## config.mk

```make
export PLATFORM = sky130hd
export DESIGN_NAME = rv_exec_core
export DESIGN_NICKNAME = d
export VERILOG_FILES = /design/src/common/rv_isa_pkg.sv /design/src/common/rv_pipe_pkg.sv /design/src/decode/decode.sv /design/src/reg_file.sv /design/src/alu.sv /design/src/execute.sv /design/src/rv_exec_core.sv
export VERILOG_INCLUDE_DIRS = /design/src /design/src/common
export SDC_FILE = /design/constraint.sdc
export NUM_CORES = 2
export LEC_CHECK = 0
export BUFFER_PORTS_ARGS = -buffer_cell sky130_fd_sc_hd__buf_2
export CAP_MARGIN = 20
export CORE_UTILIZATION = 35
export CTS_CLUSTER_DIAMETER = 80
export DETAILED_ROUTE_END_ITERATION = 10
export GPL_TIMING_DRIVEN = 1
export MAX_ROUTING_LAYER = met4
export SETUP_SLACK_MARGIN = 0.3
export SLEW_MARGIN = 40
export SYNTH_ARGS = -nofsm -noshare
export SYNTH_HDL_FRONTEND = slang
export SYNTH_HIERARCHICAL = 1
export SYNTH_SLANG_ARGS = --single-unit
```

## constraint.sdc

```tcl
create_clock -name clk_in -period 13.2 [get_ports clk_in]
set_input_delay 1.98 -clock clk_in [delete_from_list [all_inputs] [get_ports clk_in]]
set_output_delay 1.98 -clock clk_in [all_outputs]
set_load 0.03 [all_outputs]
```

## src/common/rv_settings.svh

```systemverilog
`ifndef RV_SETTINGS_SVH
`define RV_SETTINGS_SVH

// Base integer ISA word width
`define RV_XLEN 32

// Architectural registers x0 to x31
`define RV_NUM_REGS 32

// First PC after reset
`define RV_RESET_PC 32'h0000_0000

`endif

```

## src/common/rv_isa_pkg.sv

```systemverilog
`include "rv_settings.svh"

package rv_isa_pkg;

    typedef logic [`RV_XLEN-1:0] word_t;                // Data, address or immediate
    typedef logic [$clog2(`RV_NUM_REGS)-1:0] reg_idx_t; // Register index field
    typedef logic [6:0] opcode_t;                       // instr[6:0]

    // Major opcodes of RV32I
    localparam opcode_t OPC_OP     = 7'b0110011;
    localparam opcode_t OPC_OP_IMM = 7'b0010011;
    localparam opcode_t OPC_LOAD   = 7'b0000011;
    localparam opcode_t OPC_STORE  = 7'b0100011;
    localparam opcode_t OPC_BRANCH = 7'b1100011;
    localparam opcode_t OPC_JAL    = 7'b1101111;
    localparam opcode_t OPC_JALR   = 7'b1100111;
    localparam opcode_t OPC_LUI    = 7'b0110111;
    localparam opcode_t OPC_AUIPC  = 7'b0010111;
    localparam opcode_t OPC_SYSTEM = 7'b1110011; // No CSRs, decodes as NOP

    // Instruction class
    typedef enum logic [3:0] {
        OP,
        OPIMM,
        LOAD,
        STORE,
        BRANCH,
        JAL,
        JALR,
        LUI,
        AUIPC,
        NOP     // SYSTEM, illegal, reserved
    } i_type_e;

    // ALU operation
    typedef enum logic [3:0] {
        Add,
        Sub,
        Xor,
        Or,
        And,
        Sll,
        Srl,
        Sra,
        Slt,
        Sltu,
        NoAlu   // Result forced to zero
    } alu_func_e;

    // Branch condition
    typedef enum logic [2:0] {
        Eq,
        Neq,
        Lt,
        Ge,
        Ltu,
        Geu,
        Dbr     // Not a branch
    } br_func_e;

endpackage

```

## src/common/rv_pipe_pkg.sv

```systemverilog
package rv_pipe_pkg;

    import rv_isa_pkg::*;

    // Decoder output, consumed by execute in the same cycle
    typedef struct packed {
        i_type_e   i_type;
        alu_func_e alu_func;
        br_func_e  br_func;
        reg_idx_t  rs1;      // Zero when the form has no rs1
        reg_idx_t  rs2;      // Zero when the form has no rs2
        reg_idx_t  rd;       // Zero for S and B forms
        word_t     imm;      // Already sign-extended
    } decoded_t;

    // Everything one instruction does to the machine state
    typedef struct packed {
        logic     wb_en;     // Class writes a register
        reg_idx_t wb_rd;
        word_t    wb_data;
        logic     br_taken;  // Taken branch or any jump
        word_t    next_pc;
        logic     mem_valid; // Load or store request strobe
        logic     mem_we;    // Store
        word_t    mem_addr;
        word_t    mem_wdata;
    } exec_result_t;

endpackage

```

## src/decode/decode.sv

```systemverilog
`timescale 1ns/1ps
`default_nettype none

module decode import rv_isa_pkg::*, rv_pipe_pkg::*; (
    input  word_t    instr,
    output decoded_t dec
);

    // Encoding form picks register fields and immediate layout
    typedef enum logic [2:0] {FMT_R, FMT_I, FMT_S, FMT_B, FMT_U, FMT_J, FMT_N} fmt_e;

    opcode_t    opcode;
    logic [2:0] funct3;
    logic [6:0] funct7;
    fmt_e       fmt;
    word_t      imm;
    logic       legal;      // Low for reserved funct, SYSTEM, unknown opcode
    i_type_e    i_type;
    alu_func_e  alu_func;
    br_func_e   br_func;

    assign opcode = instr[6:0];
    assign funct3 = instr[14:12];
    assign funct7 = instr[31:25]; // Also imm[11:5] of shift immediates

    always_comb begin
        case (opcode)
            OPC_OP:                       fmt = FMT_R;
            OPC_OP_IMM, OPC_LOAD, OPC_JALR: fmt = FMT_I;
            OPC_STORE:                    fmt = FMT_S;
            OPC_BRANCH:                   fmt = FMT_B;
            OPC_LUI, OPC_AUIPC:           fmt = FMT_U;
            OPC_JAL:                      fmt = FMT_J;
            default:                      fmt = FMT_N; // SYSTEM lands here too
        endcase
    end

    // All immediates sign-extended from instr[31]
    always_comb begin
        case (fmt)
            FMT_I:   imm = {{20{instr[31]}}, instr[31:20]};
            FMT_S:   imm = {{20{instr[31]}}, instr[31:25], instr[11:7]};
            FMT_B:   imm = {{19{instr[31]}}, instr[31], instr[7], instr[30:25],
                            instr[11:8], 1'b0};
            FMT_U:   imm = {instr[31:12], 12'b0};
            FMT_J:   imm = {{11{instr[31]}}, instr[31], instr[19:12], instr[20],
                            instr[30:21], 1'b0};
            default: imm = '0; // R form has none
        endcase
    end

    // Class, ALU and branch function from opcode and funct fields
    always_comb begin
        i_type   = NOP;
        alu_func = NoAlu;
        br_func  = Dbr;
        legal    = 1'b0;
        case (opcode)
            OPC_OP: begin
                i_type = OP;
                legal  = 1'b1;
                case ({funct7, funct3})
                    {7'h00, 3'h0}: alu_func = Add;
                    {7'h20, 3'h0}: alu_func = Sub;
                    {7'h00, 3'h1}: alu_func = Sll;
                    {7'h00, 3'h2}: alu_func = Slt;
                    {7'h00, 3'h3}: alu_func = Sltu;
                    {7'h00, 3'h4}: alu_func = Xor;
                    {7'h00, 3'h5}: alu_func = Srl;
                    {7'h20, 3'h5}: alu_func = Sra;
                    {7'h00, 3'h6}: alu_func = Or;
                    {7'h00, 3'h7}: alu_func = And;
                    default:       legal    = 1'b0;
                endcase
            end
            OPC_OP_IMM: begin
                i_type = OPIMM;
                legal  = 1'b1;
                case (funct3)
                    3'h0: alu_func = Add;
                    3'h2: alu_func = Slt;
                    3'h3: alu_func = Sltu;
                    3'h4: alu_func = Xor;
                    3'h6: alu_func = Or;
                    3'h7: alu_func = And;
                    3'h1: begin
                        if (funct7 == 7'h00) alu_func = Sll;
                        else legal = 1'b0;
                    end
                    default: begin // funct3 5 is a logical or arithmetic right shift
                        if (funct7 == 7'h00) alu_func = Srl;
                        else if (funct7 == 7'h20) alu_func = Sra;
                        else legal = 1'b0;
                    end
                endcase
            end
            OPC_LOAD: begin
                i_type   = LOAD;
                alu_func = Add;                             // rs1 + imm
                legal    = funct3 inside {3'h0, 3'h1, 3'h2, 3'h4, 3'h5};
            end
            OPC_STORE: begin
                i_type   = STORE;
                alu_func = Add;
                legal    = funct3 inside {3'h0, 3'h1, 3'h2}; // SB, SH, SW
            end
            OPC_BRANCH: begin
                i_type = BRANCH;
                legal  = 1'b1;
                case (funct3)
                    3'h0:    br_func = Eq;
                    3'h1:    br_func = Neq;
                    3'h4:    br_func = Lt;
                    3'h5:    br_func = Ge;
                    3'h6:    br_func = Ltu;
                    3'h7:    br_func = Geu;
                    default: legal   = 1'b0; // funct3 2 and 3 reserved
                endcase
            end
            OPC_JAL: begin
                i_type = JAL;
                legal  = 1'b1;
            end
            OPC_JALR: begin
                i_type   = JALR;
                alu_func = Add;           // Target sum
                legal    = (funct3 == 3'h0);
            end
            OPC_LUI: begin
                i_type = LUI;
                legal  = 1'b1;
            end
            OPC_AUIPC: begin
                i_type = AUIPC;
                legal  = 1'b1;
            end
            default: ;                    // Stays NOP
        endcase
    end

    // Illegal encodings leave the struct cleared
    always_comb begin
        dec          = '0;
        dec.i_type   = NOP;
        dec.alu_func = NoAlu;
        dec.br_func  = Dbr;
        if (legal) begin
            dec.i_type   = i_type;
            dec.alu_func = alu_func;
            dec.br_func  = br_func;
            dec.rs1      = (fmt inside {FMT_R, FMT_I, FMT_S, FMT_B}) ? instr[19:15] : '0;
            dec.rs2      = (fmt inside {FMT_R, FMT_S, FMT_B}) ? instr[24:20] : '0;
            dec.rd       = (fmt inside {FMT_R, FMT_I, FMT_U, FMT_J}) ? instr[11:7] : '0;
            dec.imm      = imm;
        end
    end

endmodule

`default_nettype wire

```

## src/reg_file.sv

```systemverilog
`timescale 1ns/1ps
`default_nettype none
`include "rv_settings.svh"

module reg_file import rv_isa_pkg::*; (
    input  logic     clk_in,
    input  logic     rst_n,
    input  reg_idx_t rs1,
    input  reg_idx_t rs2,
    output word_t    rs1_data,
    output word_t    rs2_data,
    input  logic     we,
    input  reg_idx_t rd,
    input  word_t    rd_data
);

    word_t regs [1:`RV_NUM_REGS-1]; // x0 has no storage

    always_ff @(posedge clk_in or negedge rst_n) begin
        if (!rst_n) begin
            for (int i = 1; i < `RV_NUM_REGS; i++) begin
                regs[i] <= '0;
            end
        end else if (we && rd != '0) begin
            regs[rd] <= rd_data; // Visible to reads after this edge
        end
    end

    // Combinational reads, x0 hardwired
    assign rs1_data = (rs1 == '0) ? '0 : regs[rs1];
    assign rs2_data = (rs2 == '0) ? '0 : regs[rs2];

    // The core filters rd == 0 before it raises we
    assert property (@(posedge clk_in) disable iff (!rst_n) we |-> rd != '0)
        else $error("reg_file: write strobe to x0");

endmodule

`default_nettype wire

```

## src/alu.sv

```systemverilog
`timescale 1ns/1ps
`default_nettype none

module alu import rv_isa_pkg::*; (
    input  alu_func_e func,
    input  word_t     a,
    input  word_t     b,
    output word_t     y
);

    logic [4:0] shamt; // RV32I shifts use only b[4:0]

    assign shamt = b[4:0];

    always_comb begin
        case (func)
            Add:  y = a + b;
            Sub:  y = a - b;
            Xor:  y = a ^ b;
            Or:   y = a | b;
            And:  y = a & b;
            Sll:  y = a << shamt;
            Srl:  y = a >> shamt;                      // Zero fill
            Sra:  y = word_t'($signed(a) >>> shamt);   // Sign fill
            Slt:  y = word_t'($signed(a) < $signed(b));
            Sltu: y = word_t'(a < b);
            default: begin
                y = '0;                                // NoAlu
            end
        endcase
    end

endmodule

`default_nettype wire

```

## src/execute.sv

```systemverilog
`timescale 1ns/1ps
`default_nettype none

module execute import rv_isa_pkg::*, rv_pipe_pkg::*; (
    input  decoded_t     dec,
    input  word_t        rs1_data,
    input  word_t        rs2_data,
    input  word_t        pc,
    output exec_result_t res
);

    word_t alu_b;
    word_t alu_y;
    word_t pc_plus4;   // Fall-through and link value
    word_t pc_imm;     // Branch, JAL and AUIPC
    word_t target;
    logic  br_cond;
    logic  taken;

    // Register operand only for R form
    assign alu_b = (dec.i_type == OP) ? rs2_data : dec.imm;

    alu alu_i (
        .func (dec.alu_func),
        .a    (rs1_data),
        .b    (alu_b),
        .y    (alu_y)
    );

    assign pc_plus4 = pc + word_t'(4);
    assign pc_imm   = pc + dec.imm;

    always_comb begin
        case (dec.br_func)
            Eq:      br_cond = (rs1_data == rs2_data);
            Neq:     br_cond = (rs1_data != rs2_data);
            Lt:      br_cond = ($signed(rs1_data) < $signed(rs2_data));
            Ge:      br_cond = ($signed(rs1_data) >= $signed(rs2_data));
            Ltu:     br_cond = (rs1_data < rs2_data);
            Geu:     br_cond = (rs1_data >= rs2_data);
            default: br_cond = 1'b0; // Dbr
        endcase
    end

    // Jumps always count as taken
    assign taken  = (dec.i_type == BRANCH && br_cond) || dec.i_type inside {JAL, JALR};
    assign target = (dec.i_type == JALR) ? (alu_y & ~word_t'(1)) : pc_imm;

    always_comb begin
        res          = '0;
        res.br_taken = taken;
        res.next_pc  = taken ? target : pc_plus4;
        case (dec.i_type)
            OP, OPIMM: begin
                res.wb_en   = 1'b1;
                res.wb_data = alu_y;
            end
            JAL, JALR: begin
                res.wb_en   = 1'b1;
                res.wb_data = pc_plus4;
            end
            LUI: begin
                res.wb_en   = 1'b1;
                res.wb_data = dec.imm;   // Already shifted by decode
            end
            AUIPC: begin
                res.wb_en   = 1'b1;
                res.wb_data = pc_imm;
            end
            LOAD: begin
                res.mem_valid = 1'b1;    // Address only, no data returns
                res.mem_addr  = alu_y;
            end
            STORE: begin
                res.mem_valid = 1'b1;
                res.mem_we    = 1'b1;
                res.mem_addr  = alu_y;
                res.mem_wdata = rs2_data;
            end
            default: ;                   // BRANCH and NOP
        endcase
        if (res.wb_en) begin
            res.wb_rd = dec.rd;
        end
    end

endmodule

`default_nettype wire

```

## src/rv_exec_core.sv

```systemverilog
`timescale 1ns/1ps
`default_nettype none
`include "rv_settings.svh"

module rv_exec_core import rv_isa_pkg::*, rv_pipe_pkg::*; (
    input  logic         clk_in,
    input  logic         rst_n,
    input  word_t        instr,
    input  logic         instr_valid,
    output word_t        pc,
    output exec_result_t result,
    output logic         result_valid
);

    decoded_t     dec;
    word_t        rs1_data;
    word_t        rs2_data;
    exec_result_t res;       // Combinational result of the current instr
    logic         rf_we;

    decode decode_i (
        .instr (instr),
        .dec   (dec)
    );

    reg_file reg_file_i (
        .clk_in   (clk_in),
        .rst_n    (rst_n),
        .rs1      (dec.rs1),
        .rs2      (dec.rs2),
        .rs1_data (rs1_data),
        .rs2_data (rs2_data),
        .we       (rf_we),
        .rd       (res.wb_rd),
        .rd_data  (res.wb_data)
    );

    execute execute_i (
        .dec      (dec),
        .rs1_data (rs1_data),
        .rs2_data (rs2_data),
        .pc       (pc),
        .res      (res)
    );

    // Writes to x0 are dropped here
    assign rf_we = instr_valid && res.wb_en && (res.wb_rd != '0);

    always_ff @(posedge clk_in or negedge rst_n) begin
        if (!rst_n) begin
            pc <= word_t'(`RV_RESET_PC);
        end else if (instr_valid) begin
            pc <= res.next_pc; // Same edge as the register write
        end
    end

    // Output register with a one-cycle strobe
    always_ff @(posedge clk_in or negedge rst_n) begin
        if (!rst_n) begin
            result       <= '0;
            result_valid <= 1'b0;
        end else begin
            result_valid <= instr_valid;
            if (instr_valid) begin
                result <= res; // Held until the next instruction
            end
        end
    end

    // Loads and stores never write a register
    assert property (@(posedge clk_in) disable iff (!rst_n)
        instr_valid && res.mem_valid |-> !res.wb_en)
        else $error("rv_exec_core: memory request with a register write");

    // Without a taken branch or jump the PC falls through
    assert property (@(posedge clk_in) disable iff (!rst_n)
        instr_valid && !res.br_taken |-> res.next_pc == pc + word_t'(4))
        else $error("rv_exec_core: next_pc not pc+4 on fall-through");

endmodule

`default_nettype wire

```

==> run_results.csv <==
group,metric,value,unit
outcome,status,"complete, no violations",
timing,hold_viol,0,
logic_synthesis,synth_async_sr_flop_share,100,%
finish,drive_gt1_share,39.5,%
clock_tree,cts-buffers-inserted,134,
die,start_util,35.3,%
route,num_vias,57700,
timing,layout_min_cycle_time,11.33,ns
timing,fin_tns_setup,0,ns
global_routing,grt_pass1_vias,56500,
route,post-route-drc-count,0,
worst_setup_path,crit_slowest_cell,"a2111oi_1",
global_routing,grt_max_degree,150,
clock_tree,clkTransAtPathRegs,0.06,ns
logic_synthesis,synthCells,6218,
route,avgRoutedWirePerCell,32.2,µm
die,ios,205,
worst_setup_path,cp.arrival,12.03,ns
power_and_ir_drop,p_leak,35.8,nW
logic_synthesis,synth_edf_count,0,
logic_synthesis,synth_warnings,6,
timing,post-route-period-util,85.8,%
logic_synthesis,syn_area,0.0740,mm²
logic_synthesis,syn_area_per_cell,11.9,µm²
timing,fin_skew,0.0494,ns
logic_synthesis,synth_xor_area_share,0.864,%
finish,area_growth,12.4,%
clock_tree,clock_sink_count,1130,
placement,hpwl,193000,µm
route,drt_iter0_drc,7144,
global_routing,globalRouteTotalUtil,27.8,%
placement,dpl_cell_area,0.0784,mm²
finish,seq_area,0.0283,mm²
logic_synthesis,synth_adder_area_share,2.84,%
finish,final_common_cell,"mux2_2",
worst_hold_path,min_path_type,"reg -> reg",
clock_tree,hold_buffers,0,
clock_tree,ctsRootBufferMaster,"clkbuf_16",
timing,rsz0062_at_grt,"false",
timing,final-setup-viol-count,0,
logic_synthesis,syn_nets,6419,
route,first_pass_iters,6,
worst_setup_path,reg2reg_from,"reg_file_i/regs[769]$_DFFE_PN0P_",
timing,maxSlewHeadroom,35.9,%
worst_hold_path,hp-start,"result[42]$_DFFE_PN0P_",
finish,fin_area,0.0832,mm²
worst_setup_path,crit_fanout,34,
die,fp-row-count,168,
die,core,0.210,mm²
route,drt_wl_total,293000,µm
worst_setup_path,critPathKind,"in -> reg",
worst_setup_path,required,13.90,ns
global_routing,gr-total-overflow,0,
worst_setup_path,crit_family,"compound AO/OA/AOI/OAI gates",
timing,fmax,0.0883,GHz
logic_synthesis,synth_simple_gate_area_share,7.12,%
worst_setup_path,crit_path_start_kind,"input pin",
logic_synthesis,ys_seq_area_share,38.2,%
placement,place_ws,1.44,ns
worst_setup_path,cp.buffers_inverters,7,
global_routing,antenna_found_initial,24,
route,drtAntennaViolNets,0,
flow_run,drv_cap,0,
worst_setup_path,critPathLaunch,"instr[6]",
worst_setup_path,max_stage_delay,0.82,ns
timing,layout_setup_ws,1.87,ns
placement,io_buffers,204,
worst_setup_path,critPathMostFrequentCell,"a21oi_1",
logic_synthesis,synth_compound_area_share,9.80,%
timing,hold_ws,0.499,ns
die,fp.dieW,462,µm
finish,fin_nets,6395,
clock_tree,cts.repair.resized,0,
clock_tree,clock_path_buffers,3,
logic_synthesis,synth_ff_type,"dfrtp_1",
logic_synthesis,muxShareOfSynthArea,36.1,%
clock_tree,cts_tree,"yes",
clock_tree,cts_setup_buffers,0,
placement,gp_congestion,1.03,
clock_tree,h-tree-depth,4,
logic_synthesis,synth-seq-cells,1130,
logic_synthesis,synth_cell_type_count,115,
global_routing,grt_first_pass_wirelength,418000,µm
die,fp.dieArea,0.213,mm²
power_and_ir_drop,worst_ir_drop_vdd,108,µV
logic_synthesis,synth_top_family_by_area,"multiplexers",
timing,slew_viol_final,0,
route,viasPerCell,6.33,
finish,multiInputGateArea,0.0429,mm²
finish,n_fill_cell,20100,
power_and_ir_drop,cellPowerDensity,100,mW/mm²
finish,mostFrequentLayoutCells,"mux2_2, dfrtp_1, mux4_2",
clock_tree,clk_latency,0.82,ns
timing,tightest_slew,0.961,ns
worst_setup_path,crit_path_end_kind,"flop",
die,die_h,462,µm
## synthesized netlist by cell type, drive strengths merged, types with 18 or more instances
library cell / count / area (µm²)
and3: 53 / 332
a221o: 40 / 400
xor2: 33 / 289
o31ai: 18 / 154
mux2i: 314 / 3140
dfrtp: 1130 / 28300
xnor2: 40 / 350
a2111oi: 43 / 403
o21ai: 143 / 719
clkbuf: 277 / 1050
buf: 329 / 2040
a22oi: 44 / 330
and2: 53 / 332
o21a: 21 / 158
o221ai: 31 / 272
nor3: 59 / 325
nand2: 223 / 837
a21oi: 220 / 1110
a21o: 38 / 285
nand4: 36 / 225
nor4: 43 / 282
ha: 163 / 2040
nand2b: 57 / 362
a211oi: 82 / 621
a31oi: 34 / 213
o22ai: 112 / 701
or3: 34 / 213
o211ai: 44 / 335
mux4: 429 / 9680
mux2: 1235 / 13900
nor2: 296 / 1110
inv: 165 / 622
nor2b: 59 / 369
nand3: 98 / 490
a221oi: 37 / 324
## final cells by class
cell class                 count  share of cell area (%)
timing repair buffer         446                    4.08
clock inverter                51                   0.800
antenna                       14                  0.0421
tap                         2805                    4.22
inverter                     166                   0.752
sequential                  1130                    34.0
clock buffer                 182                    4.56
multi-input combinational   4316                    51.5
## metal layers
| metal | part of all wire [%] | wire length (µm) | track usage, % | up-vias |
|---|---|---|---|---|
| li1 | - | - | - | 23600 |
| met1 | 41 | 121000 | 36.4 | 30400 |
| met2 | 45 | 132000 | 41.7 | 3032 |
| met3 | 8.5 | 24900 | 5.14 | 737 |
| met4 | 5.2 | 15200 | 12.9 | 0 |
| met5 | 0 | 0 | - | - |
## final timing paths
| kind | to | slack, ns | depth (start not counted) |
|---|---|---|---|
| worst max-delay path | reg_file_i/regs[959]$_DFFE_PN0P_ | 1.87 | 31 |
| worst min-delay path | result[42]$_DFFE_PN0P_ | 0.50 | 1 |
| worst max register to register | reg_file_i/regs[959]$_DFFE_PN0P_ | 6.01 | 21 |
| worst min register to register | result[42]$_DFFE_PN0P_ | 0.50 | 1 |
| max in group asynchronous | reg_file_i/regs[353]$_DFFE_PN0P_ | 9.20 | 6 |
| min in group asynchronous | reg_file_i/regs[57]$_DFFE_PN0P_ | 1.08 | 1 |
## cells by family (layout without fill, tap and decap cells)
group,count (synthesis),after routing
multiplexers,1978,1978
flip-flops,1130,1130
AND/OR/NAND/NOR,1056,1056
AO/OA/AOI/OAI,1043,1043
buffers and inverters,772,845
adder cells (fa/ha/maj),166,166
XOR/XNOR,73,73
other,0,14
## state kept, by name, indices dropped and copies added (netlist names)
signal,flops
result_valid,1
reg_file_i/regs,992
result,137
## through the flow
| stage | total power, mW | instances | utilization (%) |
|---|---|---|---|
| floorplan | 4.27 | 6218 | - |
| global placement | 4.60 | 8837 | 37.2 |
| detailed placement | 4.61 | 8856 | 37.4 |
| CTS | 8.39 | 9089 | 39.5 |
| global route | 8.61 | 9103 | 39.6 |
| finish | 8.35 | 9110 | 39.6 |
## power breakdown
| group | switching [mW] | internal (mW) | leakage, nW |
|---|---|---|---|
| clock network | 1.64 | 2.13 | 2.19 |
| logic | 0.621 | 0.285 | 17.8 |
| registers | 0.162 | 3.51 | 15.7 |
Power figures use the tool's default switching activity.
